$ cat src/scan_video_pkg.sv
package scan_video_pkg;

    // source pixel, 4 bits per channel
    typedef struct packed {
        logic [3:0] red;
        logic [3:0] green;
        logic [3:0] blue;
    } rgb444_t;

    typedef struct packed {
        logic [4:0] red;
        logic [4:0] green;
        logic [4:0] blue;
    } rgb555_t;                     // output pixel

    // timing outputs towards the monitor
    typedef struct packed {
        logic hsync;                // active low
        logic vsync;                // active low
        logic hb;                   // high in horizontal blank
        logic vb;                   // high in vertical blank
        logic de;                   // picture visible
    } vga_sync_t;

    // blanking levels from the 15 kHz core
    typedef struct packed {
        logic lhbl;                 // low in horizontal blank
        logic lvbl;                 // low in vertical blank
    } src_sync_t;

endpackage

$ cat src/scan_pixel_expand.sv
module scan_pixel_expand import scan_video_pkg::*; (
    input  logic    clk_vga,
    input  rgb444_t q0,
    input  rgb444_t q1,
    output rgb555_t e0,
    output rgb555_t e1
);

    // MSB copied into the new LSB so full scale stays full scale
    function automatic rgb555_t widen(input rgb444_t p);
        rgb555_t w;
        w.red   = {p.red,   p.red[3]};
        w.green = {p.green, p.green[3]};
        w.blue  = {p.blue,  p.blue[3]};
        return w;
    endfunction

    always_ff @(posedge clk_vga) begin
        e0 <= widen(q0);                // bank 0
        e1 <= widen(q1);                // bank 1
    end

endmodule

$ cat config.mk
export PLATFORM = sky130hd
export DESIGN_NAME = scan_pixel_expand
export DESIGN_NICKNAME = d
export VERILOG_FILES = /design/src/scan_video_pkg.sv /design/src/scan_pixel_expand.sv
export SDC_FILE = /design/constraint.sdc
export NUM_CORES = 1
export LEC_CHECK = 0
export ABC_CLOCK_PERIOD_IN_PS = 800
export BUFFER_PORTS_ARGS = -buffer_cell sky130_fd_sc_hd__buf_2
export CORE_MARGIN = 2
export CORE_UTILIZATION = 29
export CTS_CLUSTER_DIAMETER = 50
export DETAILED_ROUTE_END_ITERATION = 8
export PLACE_DENSITY = 0.71
export SLEW_MARGIN = 25
export SYNTH_ARGS = -nofsm -noshare
export SYNTH_HDL_FRONTEND = slang
export SYNTH_SLANG_ARGS = --single-unit
export TNS_END_PERCENT = 1
$ cat constraint.sdc
create_clock -name clk_vga -period 0.8 [get_ports clk_vga]
set_clock_uncertainty 0.15 [all_clocks]
set_input_delay 0.12 -clock clk_vga [delete_from_list [all_inputs] [get_ports clk_vga]]
set_output_delay 0.12 -clock clk_vga [all_outputs]
set_load 0.05 [all_outputs]
==> Word-level counts from Yosys, hierarchy flattened <==
Cells that the tools add are included.
W data, S select, Z words.
{ "word_totals": {"reg_bits": 30, "inputBits": 25, "output_inout_bits": 30, "word_cells": 6} }

==> Longest topological paths before layout <==
{ "depth": {"ltp_word": 0, "mapped_depth": 1, "ltp_nobuf": 0} }

==> Worst setup path after synthesis <==
OpenSTA, ideal clock, no wires.
{ "synth_timing": {"path_kind": "register -> output", "from": "register e0[10] (netlist name)", "to": "output port e0[14] (netlist name)", "arrival_time_ns": 0.894, "t_required_ns": 0.530, "path_slack_ns": -0.364, "stages_incl_launch_ff": 2, "n_path_buf": 1, "path_cell_list": "dfxtp_1 -> buf_4"} }
{ "synth_lines": {"columns": ["element", "line", "rtl"], "rows": [
  ["end: declaration", "scan_pixel_expand.sv:5", "output rgb555_t e0,"]
]} }

==> out/results.txt <==
Fin cells -> 131
Num rows -> 15
Switching pwr -> 0.735 mW
RePlAce Congestion -> 0.634
Num Clock Sinks -> 24
Largest cells by area after synthesis -> dfxtp_1 (91%), buf_4 (8.6%)
Count leader, synth -> dfxtp_1
Starting Density -> 30.8%
Internal power -> 1.94 mW
Max Fclk -> 901 MHz
Final setup fails -> 30
Vias in the first global route -> 482
Placement Setup Slack -> -37.2 ps
# IOs -> 55
Area grow syn2layout -> 160%
Total Wirelength -> 1510 um
Slew Viols, Final -> 0
H-tree levels -> 1
Yosys cell types -> 2
EDFF count, synth -> 0
FF+latch count, synth -> 24
Final period util -> 139%
Clock power share -> 27.2%
Final Hold Fails -> 0
Core Box Area -> 1710 um^2
Total GRT Usage -> 15.2%
# placed instances -> 103
Worst hold slack -> 285 ps
Num CTS Buffers -> 3
CTS tree -> built
GRT Residual Overflow -> 0
Worst Setup End Kind -> primary output
Detail-routed via count per cell -> 3.73
Top cells by count, synth -> dfxtp_1 (24), buf_4 (6)
Post-CTS setup buffer count -> 0
Final instance area -> 1370 um^2
Ratio of cells with drive above 1 in the final layout -> 77.4%
Warnings from Yosys -> 0
Cell taking the most area after synthesis -> dfxtp_1
Nets -> 132
Multi-input logic area -> 0 um^2
Die Width -> 46.6 um
Hold crit path type -> input pin to register
Syn Area/Cell -> 17.5 um^2
Diode count -> 0
Final WS setup -> -310 ps
PD cells -> 1960 nW/um^2
Post-Synthesis Cells -> 30
Reg power frac -> 48.7%
Power, Total -> 2.68 mW
Placed Area -> 805 um^2
Combinational share of power -> 24.0%
Slowest stage delay, CP -> 380 ps
DRC -> 0
Worst-margin pin slew -> 130 ps
Critical path launch point type -> register
Synth top area share -> 91.4%
Leak pwr -> 0.630 nW
Fin util -> 80.0%
Via count -> 489
Syn nets -> 55
Status -> finished with violations
Worst setup path endpoint -> e0[4]
Largest net degree at the start of global routing -> 15
CP startpoint -> e0[0]
Routed WL per cell -> 11.5 um
WP depth -> 1
Root Buffer -> clkbuf_4
Critical path type -> register to primary output
Switching Share -> 27.4%
RSZ-0062 raised after global routing -> yes
Max rail drop VDD -> 1.21 mV
Comb_multi_in -> 0
Final Critical Period -> 1110 ps
DRT antenna net count -> 0
Port bufs -> 54
Clock transition at path regs -> 130 ps
Asr flop ratio synth -> 0%
Die Y -> 46.6 um
DRT iter0 DRCs -> 1
Slew margin rel. -> 91.3%
Die area -> 2170 um^2
Sequential-to-total area share from yosys stat -> 91.4%
Top FF cell, synth -> dfxtp_1
Crit-path slowest cell -> dfxtp_4
First-pass detailed-route iteration total -> 2
Failing checks -> setup timing
Setup_tns -> -8470 ps
Crit-path cells -> buf_6
Kind of cell adding the most delay to the critical path -> flip-flops
Max-Cap Viols -> 0
Post-Syn Area -> 526 um^2
Crit path required time -> 530 ps
CP Max Fanout -> 2
First-pass GRT wire length -> 2100 um
Critical path buffer and inverter count -> 1
Initial antenna violation count -> 0
CP arrival -> 840 ps
Max clock buf depth -> 2
-- power by group through the flow --
stage / sequential (mW) / combinational, mW / clock [mW]
after floorplan: 1.53 / 0.101 / 0
after global placement: 1.29 / 0.418 / 0
after detailed placement: 1.29 / 0.420 / 0
after CTS: 1.30 / 0.624 / 0.748
after global routing: 1.31 / 0.667 / 0.799
final: 1.30 / 0.644 / 0.728
-- cell families after synthesis --
family	count (synthesis)	synth area share, %
DFF	24	91.4
buffers and inverters	6	8.57
-- repair_timing --
item                                    in CTS  in global routing
endpoints found under the setup margin      30                 30
endpoints found under the hold margin       24                  0
hold buffers                                24                  0
resized for setup                           88                  7
-- worst min path at each step --
stage / startpoint / to / slack, ps / cells past startpoint
after global routing: q1[10] / e1[13] / 280 / 2
after CTS: q1[8] / e1[11] / 270 / 2
final: q0[4] / e0[6] / 290 / 2
after floorplan: q0[3] / e0[0] / -2 / 0
after global placement: q1[1] / e1[2] / 70 / 1
after detailed placement: q0[7] / e0[5] / 70 / 1
-- per-layer routing --
| metal | global-route usage [%] | vias to the layer above | share of wire, % |
|---|---|---|---|
| met5 | 0 | - | 0 |
| met4 | 12.0 | 0 | 1.9 |
| met3 | 7.45 | 4 | 17 |
| met2 | 25.0 | 45 | 46 |
| met1 | 14.0 | 204 | 35 |
| li1 | - | 236 | - |
-- cells in the final DEF, fill, tap and decap left out --
cell,instances
buf_2,24
buf_6,13
buf_8,17
clkbuf_16,1
clkbuf_4,3
dfxtp_2,18
dfxtp_4,6
dlygate4sd3_1,24
-- sequential cells by signal, indices dropped and copies added (netlist names) --
register	flops
e0	12
e1	12
-- final cells by class --
type	count	area (um^2)
clock buffers	4	47.5
fillers	96	342
flip-flops and latches	24	526
well taps	25	31.3
repair buffers	78	762
Power figures use the tool's default switching activity.
