## src/scan_video_pkg.sv

```systemverilog
package scan_video_pkg;

    // source pixel, 4 bits per channel
    typedef struct packed {
        logic [3:0] red;
        logic [3:0] green;
        logic [3:0] blue;
    } rgb444_t;

    typedef struct packed {
        logic [4:0] red;
        logic [4:0] green;
        logic [4:0] blue;
    } rgb555_t;                     // output pixel

    // timing outputs towards the monitor
    typedef struct packed {
        logic hsync;                // active low
        logic vsync;                // active low
        logic hb;                   // high in horizontal blank
        logic vb;                   // high in vertical blank
        logic de;                   // picture visible
    } vga_sync_t;

    // blanking levels from the 15 kHz core
    typedef struct packed {
        logic lhbl;                 // low in horizontal blank
        logic lvbl;                 // low in vertical blank
    } src_sync_t;

endpackage

```

## src/scan_line_mixer.sv

```systemverilog
module scan_line_mixer import scan_video_pkg::*; (
    input  logic    clk_vga,
    input  logic    rst,
    input  rgb555_t e0,
    input  rgb555_t e1,
    input  logic    rd_bank,
    input  logic    scanline,
    input  logic    en_mix,
    input  logic    de,
    output rgb555_t rgb
);

    rgb555_t sel;
    rgb555_t mix;
    rgb555_t pix_q;

    // floor of the mean, sum kept one bit wider
    function automatic logic [4:0] avg(input logic [4:0] a, input logic [4:0] b);
        logic [5:0] sum;
        sum = {1'b0, a} + {1'b0, b};
        return sum[5:1];
    endfunction

    always_comb begin
        sel       = rd_bank ? e1 : e0;      // plain line
        mix.red   = avg(e0.red,   e1.red);
        mix.green = avg(e0.green, e1.green);
        mix.blue  = avg(e0.blue,  e1.blue);
    end

    always_ff @(posedge clk_vga or posedge rst) begin
        if (rst)
            pix_q <= '0;
        else
            pix_q <= (scanline && en_mix) ? mix : sel;
    end

    assign rgb = de ? pix_q : '0;           // black outside the picture

endmodule

```

## config.mk

```make
export PLATFORM = sky130hd
export DESIGN_NAME = scan_line_mixer
export DESIGN_NICKNAME = d
export VERILOG_FILES = /design/src/scan_video_pkg.sv /design/src/scan_line_mixer.sv
export SDC_FILE = /design/constraint.sdc
export NUM_CORES = 1
export LEC_CHECK = 0
export BUFFER_PORTS_ARGS = -buffer_cell sky130_fd_sc_hd__buf_2
export CAP_MARGIN = 20
export CORE_MARGIN = 4
export CORE_UTILIZATION = 54
export CTS_BUF_LIST = sky130_fd_sc_hd__clkbuf_8
export DETAILED_ROUTE_END_ITERATION = 7
export PLACE_DENSITY = 0.95
export SKIP_LAST_GASP = 1
export SLEW_MARGIN = 20
export SYNTH_ARGS = -nofsm -noshare
export SYNTH_HDL_FRONTEND = slang
export SYNTH_SLANG_ARGS = --single-unit
```

## constraint.sdc

```tcl
create_clock -name clk_vga -period 1.1 [get_ports clk_vga]
set_clock_uncertainty 0.15 [all_clocks]
set_input_delay 0.22 -clock clk_vga [delete_from_list [all_inputs] [get_ports clk_vga]]
set_output_delay 0.22 -clock clk_vga [all_outputs]
set_load 0.02 [all_outputs]
```

==> impl_metrics.toml, run 1 <==
[status]
outcome = "stopped before the end"
stop_stage = "global routing (5_1_grt)"
error = "[ERROR DPL-0038] Utilization greater than 100%, impossible to legalize"

[sta]
endpoint_type = "top-level output"
worst_endpoint = "rgb[6]"

[yosys]
syn_avg_cell_area_um2 = 9.19
synth-seq-area-share_pct = 28.6
syn_area_mm2 = 0.00131
synth_fp_nets = 194
synthTopCellsByArea = "dfrtp_1, ha_1, and2_1, mux2i_1, a21oi_1"
synth_top_area_cell = "dfrtp_1"
syn_inst = 143
ys_types = 26
yosys_warnings = 0
ys_ff_latch = 15
synth_top_cell_area_share_pct = 28.6

[placement]
post-dp-hpwl_um = 2950
io_buffers = 50
placedInstanceArea_mm2 = 0.00181
post-place-ws_ps = -418
place_congestion = 0.880

[clocking]
cts_buffers = 3
clock_path_buffers = 2
cts-htree-levels = 1
cts_root_buf = "clkbuf_8"
cts_sinks = 15

[floorplan]
die_w_um = 57.3
num_io_pins = 51
initial_core_util_pct = 58.3
rows = 17
die_h_um = 57.3

[grt]
grt_start_max_net_pins = 16
## cells by family after synthesis
group,synth area share (%)
flops,28.6
compound gates,19.3
buf+inv,4.67
simple gates,22.5
fa+ha+maj,16.0
xor+xnor,1.33
mux,7.62
## cells in the mapped netlist
library cell and number:
buf_4 1, buf_6 3, mux2i_1 10, nor2_1 3
buf_2 1, a211oi_1 6, a31oi_1 3, o21ai_0 4
dfrtp_1 15, inv_1 3, nand4_1 3, nor2b_1 6
a21o_1 4, a211oi_2 3, and4b_1 2, a2bb2oi_1 3
nand2b_1 1, nand2_1 13, ha_1 12, and2_1 18
a21oi_1 14, nand3_1 8, xor2_1 2, o22ai_1 1
clkbuf_1 1, fa_1 3
## timing repair
| action | in CTS |
|---|---|
| gates resized for setup | 70 |
| pin swaps | 25 |
| buffers inserted | 5 |
| hold buffers | 1 |
| hold endpoints to repair | 15 |
| endpoints found under the setup margin | 29 |
## through the flow
step                      std cells  hold slack, ps
after detailed placement        235             125
after global placement          235             116
after floorplan                 143           -28.5
after CTS                       245             172
==> inputs of run 2 (changes only) <==
CORE_AREA = 4 4 65 67   (was unset)
CORE_MARGIN = unset   (was 4)
CORE_UTILIZATION = unset   (was 54)
CTS_BUF_LIST = unset   (was sky130_fd_sc_hd__clkbuf_8)
DIE_AREA = 0 0 69 71   (was unset)
PLACE_DENSITY = unset   (was 0.95)
PLACE_DENSITY_LB_ADDON = 0.15   (was unset)
==> run 2 against run 1 <==
Against the previous run: the flow now finishes, with violations (setup timing); synthesized area unchanged; synthesized cell count unchanged.
==> impl_metrics.toml, run 2 <==
[grt]
grt_pass1_vias = 1387
overflow = 0
grt_start_max_net_pins = 16
antenna_found_initial = 0
grt_pass1_wl_um = 6040
track_usage_pct = 14.6

[clocking]
cts_root_buf = "clkbuf_8"
path_clk_slew_ps = 60
cts_tree = "built"
clock_path_buffers = 2
cts_buffers = 3
cts-htree-levels = 1
cts_sinks = 15

[floorplan]
core_mm2 = 0.00363
initial_core_util_pct = 36.2
rows = 22
num_io_pins = 51
die_h_um = 71
die_w_um = 69
dieArea_mm2 = 0.00490

[yosys]
synth_top_family_by_area = "simple AND/OR/NAND/NOR gates"
yosys_warnings = 0
synthXorXnorAreaFrac_pct = 1.33
synth_top_cell_area_share_pct = 28.6
synth_fp_nets = 194
synth_top_area_cell = "dfrtp_1"
ys_types = 26
synth-seq-area-share_pct = 28.6
synth-edff-count = 0
synth_fa_ha_area_share_pct = 16.0
yosys.area_share.simple_pct = 22.5
synthTopCellsByCount = "and2_1, dfrtp_1, a21oi_1"
synth.most_common_cell = "and2_1"
syn_area_mm2 = 0.00131
async_reset_ff_share_pct = 100
synthTopCellsByArea = "dfrtp_1, ha_1, and2_1, mux2i_1, a21oi_1"
syn_inst = 143
syn_avg_cell_area_um2 = 9.19
ys_ff_latch = 15
synthMuxAreaShare_pct = 7.62
synth_compound_area_share_pct = 19.3
synth_ff_type = "dfrtp_1"

[routing]
dr.pass1.iters = 4
drcViolationCount = 0
drt-total-wl_um = 3730
wl_per_cell_um = 13.9
route.met2.wl_um = 1940
num_vias = 1387
ant_nets = 0
wl_met1_um = 1550
vias_per_cell = 5.18
wl_met3_um = 208
drt-initial-drc-count = 73
highest_layer = "met4"

[worst_setup_path]
path_class = "reg2out"
crit_chain = "and2_4 -> buf_6"
arrival_ps = 890
cp_slowest_cell = "dfrtp_1"
required_ps = 730
cp_max_fo = 1
end_kind = "output port"
critPathLaunchType = "register"
cpPeakStageDelay_ps = 370

[pwr]
ir_drop_v = 0.000392
p_leak_nw = 1.03
pwr-share-clk_pct = 22.5
power.internal_mw = 1.38
seqPwrFrac_pct = 31.4
p_sw_uw = 626
switching_share_pct = 31.2
p_total_mw = 2.01
powerDensity_mw_per_mm2 = 885
combinationalPowerShare_pct = 46.1

[sta]
final.setup.tns_ps = -2620
setup_viol_count_final = 22
max-slew-margin-rel_pct = 80.4
rsz0062_at_grt = "yes"
hold_viol_final = 0
fmax_mhz = 791
post-route-period-util_pct = 115
holdWs_ps = 125
period_minus_slack_ps = 1260
tightest_slew_ps = 292
finalMaxSlewViolations = 0
worst_slack_ps = -165

[placement]
post-dp-hpwl_um = 2860
io_buffers = 50
place_congestion = 0.864
post-place-ws_ps = -447

[job]
max_cap_violations = 0

[final_layout]
largest_reg_flops = 15
syn_to_final_growth_pct = 72.8
reg_top3 = "pix_q (15)"
top_register = "pix_q"
final_cell_mix = "buf_6, buf_4, buf_2"
fin_nets = 272
antenna_cells = 0
drive_gt1_share_pct = 58.6

[hold_path]
hp-class = "in2reg"

[status]
failed_checks = "setup timing"
outcome = "finished with violations"
==> run 2: cell counts after synthesis <==
Identical to the previous run, type by type.
==> run 2: what timing repair did <==
| item | CTS | global route |
|---|---|---|
| pin swaps | 21 | 15 |
| gates resized for setup | 62 | 19 |
| setup endpoints to repair | 25 | 27 |
| hold buffers | 1 | 0 |
| hold endpoints to repair | 15 | 0 |
| buffers inserted | 1 | 1 |
| gates cloned | 0 | 0 |
==> run 2: power groups by stage <==
stage / combinational [mW] / sequential, mW / clock [mW]
2_1_floorplan: 0.435 / 0.630 / 0
6_report: 0.926 / 0.631 / 0.451
3_5_place_dp: 0.726 / 0.635 / 0
3_3_place_gp: 0.708 / 0.634 / 0
5_1_grt: 1.00 / 0.635 / 0.496
4_1_cts: 0.879 / 0.629 / 0.461
==> run 2: per-layer routing <==
layer  global-route usage, %  vias to the layer above
met1                    18.2                      660
li1                        -                      672
met2                    25.5                       51
met4                    4.12                        0
met3                    2.98                        4
met5                       0                        -
==> run 2: cell type report <==
| type | count | area [um^2] |
|---|---|---|
| Clock buffer | 4 | 45.0 |
| Fill cell | 310 | 1360 |
| Inverter | 3 | 18.8 |
| Multi-Input combinational cell | 119 | 1100 |
| Sequential cell | 15 | 375 |
| Tap cell | 48 | 60.1 |
| Timing Repair Buffer | 79 | 668 |
==> run 2: worst max-delay path, delay by kind of cell (launching register included) <==
family	cells	cell delay, ps
buf+inv	1	120
flops	1	370
simple gates	1	160
==> run 2: through the flow <==
| step | cells | instance area, um^2 | util [%] |
|---|---|---|---|
| after floorplan | 143 | 1400 | - |
| after global placement | 261 | 1880 | 51.8 |
| after detailed placement | 261 | 1880 | 51.8 |
| after CTS | 267 | 2180 | 60.1 |
| after global routing | 268 | 2270 | 62.5 |
| final | 268 | 2270 | 62.5 |
==> run 2: worst paths after layout <==
check | start | to | slack (ps) | cells after the start
max | pix_q[14] | rgb[14] | -160 | 2
min | e0[1] | pix_q[1] | 130 | 3
max in group asynchronous | rst | pix_q[2] | 260 | 4
min in group asynchronous | rst | pix_q[7] | 370 | 4
==> run 2: logic make-up after synthesis <==
logic type / Yosys count
AND/OR/NAND/NOR: 54
AO/OA/AOI/OAI: 38
adder cells (fa/ha/maj): 15
flip-flops: 15
multiplexers: 10
buffers and inverters: 9
XOR/XNOR: 2
Power figures use the tool's default switching activity.
==> inputs of run 3 (changes only) <==
PLACE_DENSITY = 0.73   (was unset)
PLACE_DENSITY_LB_ADDON = unset   (was 0.15)
==> run 3 against run 2 <==
Against the previous run: global-route usage rose by 0.30 points; setup slack got worse by 35 ps; die area did not move; the flow still finishes with violations (setup timing); via count fell by 1.7%; clock power barely moved; sequential power rose by 1%; power barely moved; first-iteration DRC count fell by 49%; routed wire length fell by 1.2%; worst hold slack improved by 38 ps.
==> impl_metrics.toml, run 3 (synthesized netlist as in run 2, its figures left out) <==
[clocking]
cts_root_buf = "clkbuf_8"
cts_tree = "built"
path_clk_slew_ps = 60
clock_path_buffers = 2
cts-htree-levels = 1
cts_sinks = 15
cts_buffers = 3

[sta]
holdWs_ps = 163
period_minus_slack_ps = 1300
post-route-period-util_pct = 118
tightest_slew_ps = 361
finalMaxSlewViolations = 0
hold_viol_final = 0
final.setup.tns_ps = -2830
max-slew-margin-rel_pct = 75.8
rsz0062_at_grt = "yes"
fmax_mhz = 769
setup_viol_count_final = 23
worst_slack_ps = -200

[final_layout]
design_area_mm2 = 0.00225
syn_to_final_growth_pct = 71.0
antenna_cells = 0
layout_commonest_cell = "buf_6"
final_cell_mix = "buf_6, buf_4, buf_2"
reg_top3 = "pix_q (15)"
largest_reg_flops = 15
fin_nets = 271
drive_gt1_share_pct = 58.4
top_register = "pix_q"

[placement]
place_congestion = 0.828
io_buffers = 50
placedInstanceArea_mm2 = 0.00186
post-dp-hpwl_um = 2770

[worst_setup_path]
path_class = "reg2out"
cp_max_fo = 1
critPathCapture = "rgb[6]"
critPathLaunchType = "register"
required_ps = 730
arrival_ps = 930
end_kind = "output port"
crit_start = "pix_q[6]"

[floorplan]
core_mm2 = 0.00363
num_io_pins = 51
initial_core_util_pct = 36.2
dieArea_mm2 = 0.00490
die_h_um = 71
die_w_um = 69
rows = 22

[hold_path]
hp-class = "in2reg"

[routing]
ant_nets = 0
drt-total-wl_um = 3680
num_vias = 1363
dr.pass1.iters = 4
drcViolationCount = 0
vias_per_cell = 5.10
wl_per_cell_um = 13.8
drt-initial-drc-count = 37

[pwr]
p_leak_nw = 1.03
ir_drop_v = 0.000543
powerDensity_mw_per_mm2 = 895

[grt]
grt_start_max_net_pins = 21
track_usage_pct = 14.9
overflow = 0
antenna_found_initial = 0
grt_pass1_vias = 1387
grt_pass1_wl_um = 6090

[job]
max_cap_violations = 0

[status]
failed_checks = "setup timing"
outcome = "finished with violations"
-- run 3: changes by cell type in the layout (fill, tap and decap cells not counted) --
cell and change:
a21oi_4 +1, a21oi_1 -1, buf_4 -1, ha_1 +1, ha_4 -1, buf_2 +1, buf_12 -1
-- run 3: power by group --
| part | switching (mW) | leakage [nW] | internal, mW |
|---|---|---|---|
| combinational | 0.412 | 0.833 | 0.509 |
| clock | 0.191 | 0.0228 | 0.256 |
| sequential | 0.0262 | 0.175 | 0.614 |
| total | 0.630 | 1.03 | 1.38 |
-- run 3: critical path, cell delays in order (launching register included) --
cell     delay (ps)
dfrtp_1         400
and2_4          170
buf_6           120
-- run 3: through the flow --
stage / cells / power (mW) / worst slack [ps] / utilization [%]
2_1_floorplan: 143 / 1.06 / -197 / -
3_3_place_gp: 260 / 1.33 / -383 / 51.2
3_5_place_dp: 260 / 1.35 / -401 / 51.2
4_1_cts: 267 / 1.95 / -196 / 60.3
5_1_grt: 267 / 2.12 / -209 / 61.8
6_report: 267 / 2.01 / -200 / 61.8
-- run 3: timing repair --
item / in CTS / in global routing
hold buffers: 1 / 0
pin swaps: 22 / 8
resized for setup: 68 / 13
endpoints found under the setup margin: 27 / 26
buffers inserted: 2 / 0
hold endpoints to repair: 15 / 0
-- run 3: area by class of cell --
cell class | instances | area [um^2]
Fill cell | 279 | 1390
Tap cell | 48 | 60.1
Clock buffer | 4 | 45.0
Inverter | 3 | 18.8
Sequential cell | 15 | 375
Multi-Input combinational cell | 119 | 1100
Timing Repair Buffer | 78 | 646
-- run 3: layer usage --
metal  track usage (%)  part of all wire (%)
met5                 0                     0
met3              2.98                   4.0
met1              17.3                    43
met4              3.04                   1.2
met2              28.3                    52
-- run 3: worst min-delay path by stage --
| stage | slack [ps] | cells after the start | end | start |
|---|---|---|---|---|
| detailed placement | 80 | 3 | pix_q[14] | rst |
| finish | 160 | 3 | pix_q[14] | e0[14] |
| floorplan | -30 | 1 | pix_q[0] | rst |
| CTS | 160 | 3 | pix_q[14] | e0[14] |
| global placement | 80 | 3 | pix_q[1] | rst |
| global route | 190 | 3 | pix_q[9] | e0[9] |
