**src/scan_cfg.svh**
```systemverilog
`ifndef SCAN_CFG_SVH
`define SCAN_CFG_SVH

// source line geometry
`define SCAN_LINE_PIXELS 256    // active pixels per source line
`define SCAN_ADDR_W      8      // line buffer address bits

// horizontal segments of one output line, in clk_vga cycles
`define SCAN_HSYNC_CYC   96     // hsync pulse
`define SCAN_FRONT_CYC   16     // porch after hsync
`define SCAN_LEFT_CYC    64     // blank margin each side of the picture
`define SCAN_BACK_CYC    48     // porch before next hsync

// 96 + 16 + 64 + 512 + 64 + 48 = 800 cycles per output line,
// so one 1600-cycle source line gives exactly two output lines

`endif

```
**src/scan_video_pkg.sv**
```systemverilog
package scan_video_pkg;

    // source pixel, 4 bits per channel
    typedef struct packed {
        logic [3:0] red;
        logic [3:0] green;
        logic [3:0] blue;
    } rgb444_t;

    typedef struct packed {
        logic [4:0] red;
        logic [4:0] green;
        logic [4:0] blue;
    } rgb555_t;                     // output pixel

    // timing outputs towards the monitor
    typedef struct packed {
        logic hsync;                // active low
        logic vsync;                // active low
        logic hb;                   // high in horizontal blank
        logic vb;                   // high in vertical blank
        logic de;                   // picture visible
    } vga_sync_t;

    // blanking levels from the 15 kHz core
    typedef struct packed {
        logic lhbl;                 // low in horizontal blank
        logic lvbl;                 // low in vertical blank
    } src_sync_t;

endpackage

```
**src/scan_ctrl_pkg.sv**
```systemverilog
`include "scan_cfg.svh"

package scan_ctrl_pkg;

    // horizontal segments of an output line
    typedef enum logic [1:0] {
        SYNC  = 2'd0,               // hsync low, or waiting for source line end
        FRONT = 2'd1,
        LINE  = 2'd2,               // left margin, picture, right margin
        BACK  = 2'd3
    } timer_state_e;

    // read request from timer to line buffer
    typedef struct packed {
        logic [`SCAN_ADDR_W-1:0] addr;
        logic                    bank;   // bank shown on this line pair
    } lbuf_rd_t;

endpackage

```
**src/scan_vga_timer.sv**
```systemverilog
`include "scan_cfg.svh"

module scan_vga_timer import scan_video_pkg::*, scan_ctrl_pkg::*; (
    input  logic      clk_vga,
    input  logic      rst,
    input  src_sync_t src,
    input  logic      lhbl_fall,
    input  logic      wr_bank,
    output lbuf_rd_t  rd,
    output logic      scanline,
    output vga_sync_t sync
);

    localparam logic [`SCAN_ADDR_W:0] POS_LAST = (`SCAN_ADDR_W+1)'(2 * `SCAN_LINE_PIXELS - 1);

    timer_state_e            state;
    logic [6:0]              cnt;
    logic [`SCAN_ADDR_W:0]   pos;       // read address over the doubling bit
    logic                    act;       // picture part of LINE
    logic                    right;     // right margin of LINE
    logic                    wait_fall; // next SYNC ends on source line end
    logic                    rd_bank;
    logic                    hsync_q;
    logic                    vsync_q;
    logic                    vsync_cnt;
    logic                    vsync_req;
    logic                    last_lvbl;
    logic                    vb_q;
    logic [2:0]              de_dly;
    logic [2:0]              hb_dly;

    assign rd.addr = pos[`SCAN_ADDR_W:1];   // each address shown twice
    assign rd.bank = rd_bank;

    // vertical blank tracking
    always_ff @(posedge clk_vga or posedge rst) begin
        if (rst) begin
            last_lvbl <= 1'b0;
            vsync_req <= 1'b0;
            vb_q      <= 1'b1;
        end else begin
            last_lvbl <= src.lvbl;
            vb_q      <= ~src.lvbl;
            if (!vsync_q)
                vsync_req <= 1'b0;          // served
            else if (last_lvbl && !src.lvbl)
                vsync_req <= 1'b1;
        end
    end

    always_ff @(posedge clk_vga or posedge rst) begin
        if (rst) begin
            state     <= SYNC;
            cnt       <= 7'(`SCAN_HSYNC_CYC - 1);
            pos       <= '0;
            act       <= 1'b0;
            right     <= 1'b0;
            wait_fall <= 1'b1;
            rd_bank   <= 1'b0;
            scanline  <= 1'b0;
            hsync_q   <= 1'b1;
            vsync_q   <= 1'b1;
            vsync_cnt <= 1'b1;
        end else begin
            case (state)
                SYNC: begin
                    if (cnt != '0)
                        cnt <= cnt - 1'b1;
                    if ((wait_fall && lhbl_fall) || (!wait_fall && cnt == '0)) begin
                        state     <= FRONT;
                        cnt       <= 7'(`SCAN_FRONT_CYC - 1);
                        hsync_q   <= 1'b1;
                        wait_fall <= ~wait_fall;
                        scanline  <= ~wait_fall;    // second line of the pair
                        if (wait_fall)
                            rd_bank <= ~wr_bank;    // bank just completed
                    end
                end
                FRONT: begin
                    cnt <= cnt - 1'b1;
                    if (cnt == '0) begin
                        state <= LINE;
                        cnt   <= 7'(`SCAN_LEFT_CYC - 1);
                    end
                end
                LINE: begin
                    if (act) begin
                        pos <= pos + 1'b1;          // wraps back to zero
                        if (pos == POS_LAST) begin
                            act   <= 1'b0;
                            right <= 1'b1;
                            cnt   <= 7'(`SCAN_LEFT_CYC - 1);  // same margin as left
                        end
                    end else if (cnt != '0) begin
                        cnt <= cnt - 1'b1;
                    end else if (right) begin
                        right <= 1'b0;
                        state <= BACK;
                        cnt   <= 7'(`SCAN_BACK_CYC - 1);
                    end else begin
                        act <= 1'b1;                // left margin done
                    end
                end
                BACK: begin
                    cnt <= cnt - 1'b1;
                    if (cnt == '0) begin
                        state     <= SYNC;
                        cnt       <= 7'(`SCAN_HSYNC_CYC - 1);
                        hsync_q   <= 1'b0;
                        vsync_q   <= vsync_cnt & ~vsync_req;    // low for two lines
                        vsync_cnt <= ~vsync_req;
                    end
                end
            endcase
        end
    end

    // match buffer, expander and mixer stages
    always_ff @(posedge clk_vga or posedge rst) begin
        if (rst) begin
            de_dly <= '0;
            hb_dly <= '1;
        end else begin
            de_dly <= {de_dly[1:0], act};
            hb_dly <= {hb_dly[1:0], state != LINE};
        end
    end

    assign sync.hsync = hsync_q;
    assign sync.vsync = vsync_q;
    assign sync.hb    = hb_dly[2];
    assign sync.vb    = vb_q;
    assign sync.de    = de_dly[2];

endmodule

```
**config.mk**
```make
export PLATFORM = sky130hd
export DESIGN_NAME = scan_vga_timer
export DESIGN_NICKNAME = d
export VERILOG_FILES = /design/src/scan_video_pkg.sv /design/src/scan_ctrl_pkg.sv /design/src/scan_vga_timer.sv
export VERILOG_INCLUDE_DIRS = /design/src
export SDC_FILE = /design/constraint.sdc
export NUM_CORES = 1
export LEC_CHECK = 0
export ABC_CLOCK_PERIOD_IN_PS = 2200
export BUFFER_PORTS_ARGS = -buffer_cell sky130_fd_sc_hd__buf_4
export CELL_PAD_IN_SITES_DETAIL_PLACEMENT = 1
export CELL_PAD_IN_SITES_GLOBAL_PLACEMENT = 1
export CORE_MARGIN = 2
export CORE_UTILIZATION = 45
export DETAILED_ROUTE_END_ITERATION = 7
export GPL_ROUTABILITY_DRIVEN = 0
export PLACE_DENSITY_LB_ADDON = 0.1
export SYNTH_ARGS = -nofsm -noshare
export SYNTH_HDL_FRONTEND = slang
export SYNTH_SLANG_ARGS = --single-unit
```
**constraint.sdc**
```tcl
create_clock -name clk_vga -period 2.2 [get_ports clk_vga]
set_input_delay 0.11 -clock clk_vga [delete_from_list [all_inputs] [get_ports clk_vga]]
set_output_delay 0.11 -clock clk_vga [all_outputs]
set_load 0.02 [all_outputs]
```
== Word-level counts from Yosys, hierarchy flattened ==
Index checks and enable logic that the tools add are counted.
W data, S select, Z words.
Storage, ports and cells
  logic and storage cells: 86
  bits of input ports: 6
  output and inout bits: 15
  bits in registers: 35
Cells by class
  bitwise operators: 5
  multiplexer cells: 28
  reduce and logical (&&, ||, !) cells: 18
  eq/ne operators: 17
  $add $sub $neg: 2
Operators with widths (number)
  $mux W7: 8
  $pmux W7 S4: 1
  $ne A2 B2 Y1 const B: 8
  $mux W2: 6
  $reduce_and A3 Y1: 4
  $mux W1: 11
  $add A9 B1 Y9 const B: 1
  $eq A9 B9 Y1 const B: 1
  $pmux W2 S4: 1
  $logic_not A7 Y1: 1
  $reduce_bool A7 Y1: 1
  $sub A7 B1 Y7 const B: 1
  $ne A3 B3 Y1 const B: 2
  $reduce_and A2 Y1: 3
  $reduce_and A6 Y1: 1
  $eq A2 B2 Y1 const B: 2
  $ne A2 B1 Y1 const B: 2
  $ne A4 B4 Y1 const B: 1
  $not A1 Y1: 4
  $logic_and A1 B1 Y1: 3
  $eq A2 B1 Y1 const B: 1
  $logic_not A1 Y1: 2
  $logic_not A2 Y1: 1
  $pmux W1 S2: 1
  other kinds (3): 3

== Longest topological paths before layout ==
Gate-level depths: netlist of run 1.
  depth after elaboration: 5
  mapped depth: 9
  depth with buffers taken out: 7

== Worst setup path after synthesis of run 1 ==
OpenSTA, ideal clock, no wires.
  kind: register -> register
  start: register cnt[0]
  end: register state[1]
  setup time: 0.125 ns
  path buffers: 0
  arrival time: 1.870 ns
  path slack: 0.205 ns
  required time: 2.075 ns
  period minus slack after synthesis: 1.995 ns
  stages on the path, launching flop included: 8
  cells stage by stage: dfstp_2 > inv_1 > ha_1 > or3b_2 > o21ai_0 > o22ai_1 > nor2_1 > mux2_2
On the way
  longest elaborated chain between the ends: 5
  elaborated cells on any way between the ends: 9
  classes of those cells: eq/ne: 4; reduce/logical: 5
RTL lines
  from (decl): RTL line scan_vga_timer.sv:17  | logic [6:0] cnt;
  from (signal assigned): RTL line scan_vga_timer.sv:54  | cnt <= 7'(`SCAN_HSYNC_CYC - 1);
  from (signal assigned): RTL line scan_vga_timer.sv:68  | cnt <= cnt - 1'b1;
  from (signal assigned): RTL line scan_vga_timer.sv:71  | cnt <= 7'(`SCAN_FRONT_CYC - 1);
  $logic_not A7 Y1: RTL line scan_vga_timer.sv:69, scan_vga_timer.sv:81, scan_vga_timer.sv:106
  $logic_and A1 B1 Y1: RTL line scan_vga_timer.sv:69  | if ((wait_fall && lhbl_fall) || (!wait_fall && cnt == '0)) begin
  $logic_or A1 B1 Y1: RTL line scan_vga_timer.sv:69
  $ne A2 B2 Y1 (no line)
  $reduce_and A6 Y1 (no line) *
  to (signal assigned): RTL line scan_vga_timer.sv:70  | state <= FRONT;
  to (signal assigned): RTL line scan_vga_timer.sv:82  | state <= LINE;
  to (signal assigned): RTL line scan_vga_timer.sv:98  | state <= BACK;
  to (decl): RTL line scan_vga_timer.sv:16  | timer_state_e state;
Every way passes the cells marked *; elsewhere a longest branch is shown, timed or not.
A chain may end at the register's enable or synchronous reset.

== Final worst setup path of run 1 ==
  start: register cnt[3]
  end: register state[1]
The elaborated chain is that of the path after synthesis.

==> results of run 1 <==
[cell usage after synthesis, types with 3 or more instances]
cell | count | area, um2
a21o_1 | 3 | 22.52
clkbuf_1 | 3 | 11.26
dfrtp_1 | 21 | 525.5
o22a_1 | 3 | 26.28
nor3_1 | 4 | 20.02
ha_1 | 9 | 112.6
inv_1 | 12 | 45.04
a31oi_1 | 4 | 25.02
nor2_1 | 11 | 41.29
a211oi_1 | 3 | 22.52
nand2_1 | 19 | 71.32
nand4_1 | 3 | 18.77
o21ai_0 | 7 | 35.03
xnor2_1 | 6 | 52.55
dfstp_2 | 14 | 367.9
a21oi_1 | 10 | 50.05
buf_4 | 15 | 112.6
[power by group through the flow]
stage          logic (mW)  clock network (mW)  registers [mW]
4_1_cts            0.0308               0.589           0.647
5_1_grt            0.0356               0.623           0.647
3_3_place_gp       0.0265                   0           0.659
6_report           0.0317               0.576           0.647
2_1_floorplan      0.0147                   0           0.659
3_5_place_dp       0.0278                   0           0.659
[stage by stage]
| stage | utilization (%) | hold slack, ns | area (um2) | power [mW] | TNS, ns |
|---|---|---|---|---|---|
| 3_5_place_dp | 50.70 | 0.1952 | 2028 | 0.6867 | -0.02043 |
| 3_3_place_gp | 50.70 | 0.1658 | 2028 | 0.6852 | 0 |
| 5_1_grt | 54.55 | 0.04719 | 2182 | 1.306 | 0 |
| 6_report | 54.55 | 0.02278 | 2182 | 1.255 | 0 |
| 4_1_cts | 54.02 | 0.02273 | 2161 | 1.267 | 0 |
| 2_1_floorplan | - | 0.1414 | 1864 | 0.6734 | 0 |
[sequential cells by signal, summed over array words and instances (netlist names)]
signal	cells
act	1
de_dly	3
rd_bank	1
vsync_q	1
vsync_cnt	1
right	1
vsync_req	1
scanline	1
cnt	7
wait_fall	1
pos	9
hb_dly	3
last_lvbl	1
state	2
vb_q	1
hsync_q	1
[path summary, 6_finish.rpt]
| path | startpoint | cells past startpoint | end |
|---|---|---|---|
| setup reg to reg | cnt[3]$_DFFE_PP1P_ | 5 | state[1]$_DFFE_PP0P_ |
| max in group asynchronous | rst | 4 | cnt[0]$_DFFE_PP1P_ |
| hold / removal | wr_bank | 2 | rd_bank$_DFFE_PP0P_ |
| min in group asynchronous | rst | 3 | vsync_req$_DFFE_PP0P_ |
| hold reg to reg | de_dly[0]$_DFF_PP0_ | 0 | de_dly[1]$_DFF_PP0_ |
| setup / recovery | cnt[3]$_DFFE_PP1P_ | 5 | state[1]$_DFFE_PP0P_ |
[layer usage]
layer | up-vias | wire (um) | part of all wire (%)
li1 | 673 | - | -
met4 | 0 | 35 | 0.83
met1 | 716 | 1861 | 44
met3 | 5 | 100 | 2.4
met2 | 20 | 2195 | 52
met5 | - | 0 | 0
[cell type report]
type                    instances  area, um2
well taps                      50      62.56
inverters                      12      45.04
fillers                       458       1818
multi-input cells             118      815.8
flip-flops and latches         35      893.4
clock inverters                 3      43.79
repair buffers                 33      252.7
clock buffers                   5      68.82
[repair_timing]
item	in CTS	in global routing
endpoints found under the setup margin	1	2
pin swaps	0	2
hold endpoints to repair	9	0
hold buffers	2	0
resized for setup	1	4
gates cloned	0	0
setup buffers	0	1
[cell families after synthesis]
group                      Yosys count  share of synthesized area [%]
and+or+nand+nor                     52                          14.30
AOI/OAI and AO/OA                   48                          18.32
DFF                                 35                          47.92
buffers and inverters               30                          9.060
adders and majority gates            9                          6.040
xor gates and xnor gates             8                          3.759
muxes                                1                         0.6040
[worst max-delay path: cells and delay by family, from the launching register on]
family | cells | cell delay, ns
AOI/OAI and AO/OA | 1 | 0.16
muxes | 1 | 0.36
DFF | 1 | 0.40
and+or+nand+nor | 3 | 1.08
==> run summary, run 1 <==
Ratio of final minimum period to clock period: 95.68%
Met3 Use GR: 3.454%
Core ar.: 4000 um2
Synth Register Bits: 35
GRT met2 Usage: 37.14%
Die H: 68.37 um
Critical Path Source Type: flip-flop
Critical path class: flip-flop to flip-flop
Main synth FF type: dfrtp_1
Syn nets: 198
Worst-path clk slew: 0.07 ns
Wire length per cell: 16.38 um
Dpl cells: 245
Most common cell after layout, fill and taps aside: buf_4
Clock Latency Late Sink: 0.28 ns
GR peak layer: met2
Post-DR vias/cell: 5.523
Power density cells: 575.0 nW/um2
Longest Clk Path Bufs: 2
Buffers on Ports: 19
Non-Filler Instances: 256
Pre-CTS setup slack: -0.02043 ns
Setup violators final: 0
Status: finished, final reports clean
Slowest stage delay, CP: 0.59 ns
Syn_area_per_cell: 10.19 um2
DR iter-0 viols: 61
Seq pwr share: 51.6%
CTS Root Cell: clkbuf_8
Worst Tran Pin Value: 0.5652 ns
Cell Area, Synth: 1864 um2
Clock sink count: 35
DRC Markers: 0
TritonCTS clock tree: yes
MaxCap Viol Count: 0
Clock Power Share: 45.9%
Worst Path Required: 2.37 ns
Final Hold Violating Endpoints: 0
Total GRT Usage: 20.45%
Most frequent cells in the layout: buf_4, dfrtp_1, nand2_1
Initial antenna violation count: 0
Antenna diode count: 0
Critical Path Sink Type: flip-flop
Peak supply drop: 0.3225 mV
EDFF count, synth: 0
Crit-path cells: or4_4, nor3b_4, o22ai_1, nor2_1, mux2_2
Worst setup margin: 0.09507 ns
Asr flop ratio synth: 100.0%
Area delta synth->final: 17.05%
DP HPWL: 3128 um
P_sw: 0.2590 mW
Min Tclk post-route: 2.105 ns
Slowest-stage cell, CP: or4_4
Number of global-route vias before repair: 1,511
Num ports: 21
WL final: 4193 um
Largest net degree at the start of global routing: 23
F_max: 0.4751 GHz
Comb power frac: 2.5%
Reg2Reg Setup Slack: 0.1 ns
Netlist cell types: 43
Initial Util: 46.61%
TritonCTS buffer count: 5
Synth Instances: 183
P_leak: 0.9874 nW
Internal power: 0.9957 mW
Fraction of layout cells with a size suffix above 1: 30.58%
Via count: 1,414
Critical path peak fanout: 6
CP arrival: 2.28 ns
Die area: 4674 um2
Nets@finish: 220
Register area share after synthesis: 47.92%
Tightest Hold Check Type: primary input to flip-flop
Aggregate global routing overflow: 0
Post-route ant nets: 0
First-pass GRT wire length: 7003 um
YS warnings: 0
RSZ-0062 raised after global routing: false
H-tree depth: 2
Final Max Slew Viols: 0
Die W: 68.37 um
Setup Skew: 0.006085 ns
Slew margin rel.: 62.28%
Pre-antenna DRT Iters: 4
Sw Share: 20.64%
Met1 GRT Util: 24.38%
Row count: 23
No activity file was read; power rests on OpenSTA's default activity.
==> inputs of run 2 (changes only) <==
REMOVE_ABC_BUFFERS = 1   (was unset)
==> run 2 against run 1 <==
Net effect: non-clock buffer count down 3; via count down 1.3%; flip-flop and latch count unchanged; final cell count down 1.2%; worst setup slack worse by 0.011 ns; first-iteration DRC count down 15%; global-route usage down 0.48 points; wire length down 3.6%; total power up 2.3%; die area unchanged; register-to-register slack about the same; core utilization down 0.38 points; largest cell class unchanged.
==> run summary, run 2 (synthesis results as in run 1) <==
Number of global-route vias before repair: 1,485 (was 1,511)
Wire length per cell: 15.98 um (was 16.38 um)
Met2 WL post-DR: 2129 um (was 2195 um)
Worst reg2reg startpoint: cnt[3]$_DFFE_PP1P_ (unchanged)
Aggregate global routing overflow: 0 (unchanged)
Tightest Hold Check Type: primary input to flip-flop (unchanged)
Slowest-stage cell, CP: or4_4 (unchanged)
Most frequent cells in the layout: buf_4, dfrtp_1, nand2_1 (unchanged)
Final Max Slew Viols: 0 (unchanged)
Initial Util: 46.61% (unchanged)
Via count: 1,396 (was 1,414)
Setup violators final: 0 (unchanged)
Pre-antenna DRT Iters: 4 (unchanged)
Top reg by flops: pos (unchanged)
Ratio of final minimum period to clock period: 96.17% (was 95.68%)
Total GRT Usage: 19.97% (was 20.45%)
CP arrival: 2.29 ns (was 2.28 ns)
Die area: 4674 um2 (unchanged)
Post-DR vias/cell: 5.518 (was 5.523)
TritonCTS buffer count: 5 (unchanged)
Final core occ: 54.18% (was 54.55%)
Core ar.: 4000 um2 (unchanged)
Final Hold Violating Endpoints: 0 (unchanged)
Longest Clk Path Bufs: 2 (unchanged)
Most common cell after layout, fill and taps aside: buf_4 (unchanged)
Final Power: 1.283 mW (was 1.255 mW)
Buf+Inv Stages, Crit Path: 0 (unchanged)
Met3 WL post-DR: 105 um (was 100 um)
First-pass GRT wire length: 6693 um (was 7003 um)
Crit Reg-Reg Endpoint: state[1]$_DFFE_PP0P_ (unchanged)
Min Tclk post-route: 2.116 ns (was 2.105 ns)
Pre-CTS setup slack: -0.02261 ns (was -0.02043 ns)
DR top layer: met4 (unchanged)
Clock sink count: 35 (unchanged)
Critical path peak fanout: 6 (unchanged)
Setup Skew: 0.005028 ns (was 0.006085 ns)
Power density cells: 592.1 nW/um2 (was 575.0 nW/um2)
Row count: 23 (unchanged)
P_leak: 0.9783 nW (was 0.9874 nW)
Metal-1 WL: 1740 um (was 1861 um)
Critical Path Source Type: flip-flop (unchanged)
DR iter-0 viols: 52 (was 61)
Worst Tran Pin Value: 0.4433 ns (was 0.5652 ns)
Area delta synth->final: 16.24% (was 17.05%)
Max reg flops: 9 (unchanged)
F_max: 0.4726 GHz (was 0.4751 GHz)
Status: finished, final reports clean (unchanged)
Layout fillers: 446 (was 458)
TritonCTS clock tree: yes (unchanged)
Critical path class: flip-flop to flip-flop (unchanged)
Worst setup margin: 0.08423 ns (was 0.09507 ns)
MaxCap Viol Count: 0 (unchanged)
Clock Latency Late Sink: 0.29 ns (was 0.28 ns)
Nets@finish: 217 (was 220)
Worst path top cell family by delay: simple AND/OR/NAND/NOR gates (unchanged)
DRC Markers: 0 (unchanged)
Num ports: 21 (unchanged)
Worst path depth: 5 (unchanged)
WL final: 4042 um (was 4193 um)
CTS Root Cell: clkbuf_8 (unchanged)
Worst-path clk slew: 0.07 ns (about the same)
Min Hold Slack: 0.01651 ns (was 0.02278 ns)
Reg2Reg Setup Slack: 0.08 ns (was 0.1 ns)
Fraction of layout cells with a size suffix above 1: 28.57% (was 30.58%)
Post-route ant nets: 0 (unchanged)
Worst Path Required: 2.38 ns (was 2.37 ns)
Crit-path cells: or4_4, nor3b_4, o22ai_1, nor2_1, mux2_2 (unchanged)
RSZ-0062 raised after global routing: false (unchanged)
Setup TNS: 0 ns (unchanged)
Slew margin rel.: 70.45% (was 62.28%)
Die H: 68.37 um (unchanged)
Largest net degree at the start of global routing: 36 (was 23)
Largest regs: pos x9, cnt x7 (unchanged)
CP Launch Point: cnt[3]$_DFFE_PP1P_ (unchanged)
Reg2Reg Depth: 5 (unchanged)
Buffers on Ports: 19 (unchanged)
Antenna diode count: 0 (unchanged)
Die W: 68.37 um (unchanged)
Critical Path Sink Type: flip-flop (unchanged)
Slowest stage delay, CP: 0.59 ns (about the same)
Initial antenna violation count: 0 (unchanged)
Peak supply drop: 0.2668 mV (was 0.3225 mV)
Critical Path End: state[1]$_DFFE_PP0P_ (unchanged)
DP HPWL: 2928 um (was 3128 um)
H-tree depth: 2 (unchanged)
-- run 2: cell count changes in the layout (fill, tap and decap cells not counted) --
cell and delta:
clkbuf_8 +1, clkinv_4 -1, a211oi_2 -1, buf_12 +1
ha_1 +1, a211oi_1 +1, or3b_4 -1, or3b_2 +1
ha_2 -1, buf_4 -4
-- run 2: layer usage --
layer  up-vias  track usage [%]
met4         0            8.750
li1        672                -
met3         6            5.428
met2        18            35.44
met5         -                0
met1       700            22.22
-- run 2: per-stage QoR --
| step | cell area, um2 | std cells |
|---|---|---|
| floorplan | 1740 | 165 |
| global placement | 2026 | 243 |
| detailed placement | 2026 | 243 |
| CTS | 2163 | 253 |
| global route | 2167 | 253 |
| finish | 2167 | 253 |
-- run 2: power by group --
part / internal [mW] / total [mW] / switching [mW]
logic: 0.0106 / 0.0298 / 0.0192
clock network: 0.367 / 0.606 / 0.239
registers: 0.647 / 0.648 / 0.000521
-- run 2: cell type report --
class	instances	area (um2)	share of cell area, %
Multi-Input combinational cell	118	805.8	37.18
Timing Repair Buffer	30	242.7	11.20
Clock buffer	6	82.58	3.811
Inverter	12	45.04	2.079
Clock inverter	2	35.03	1.617
Tap cell	50	62.56	2.887
Sequential cell	35	893.4	41.22
-- run 2: how the worst min path moves through the flow --
stage | startpoint | end | cells past startpoint
after floorplan | src[0] | last_lvbl$_DFF_PP0_ | 0
after global placement | rst | pos[8]$_DFFE_PP0P_ | 3
after detailed placement | src[0] | last_lvbl$_DFF_PP0_ | 1
after CTS | wr_bank | rd_bank$_DFFE_PP0P_ | 2
after global routing | wr_bank | rd_bank$_DFFE_PP0P_ | 2
final | wr_bank | rd_bank$_DFFE_PP0P_ | 2
-- run 2: repair_timing --
item	CTS	global route
gates cloned	0	0
buffers inserted	0	0
gates resized for setup	1	1
hold buffers	2	0
pin swaps	0	1
setup endpoints to repair	1	1
endpoints found under the hold margin	23	0
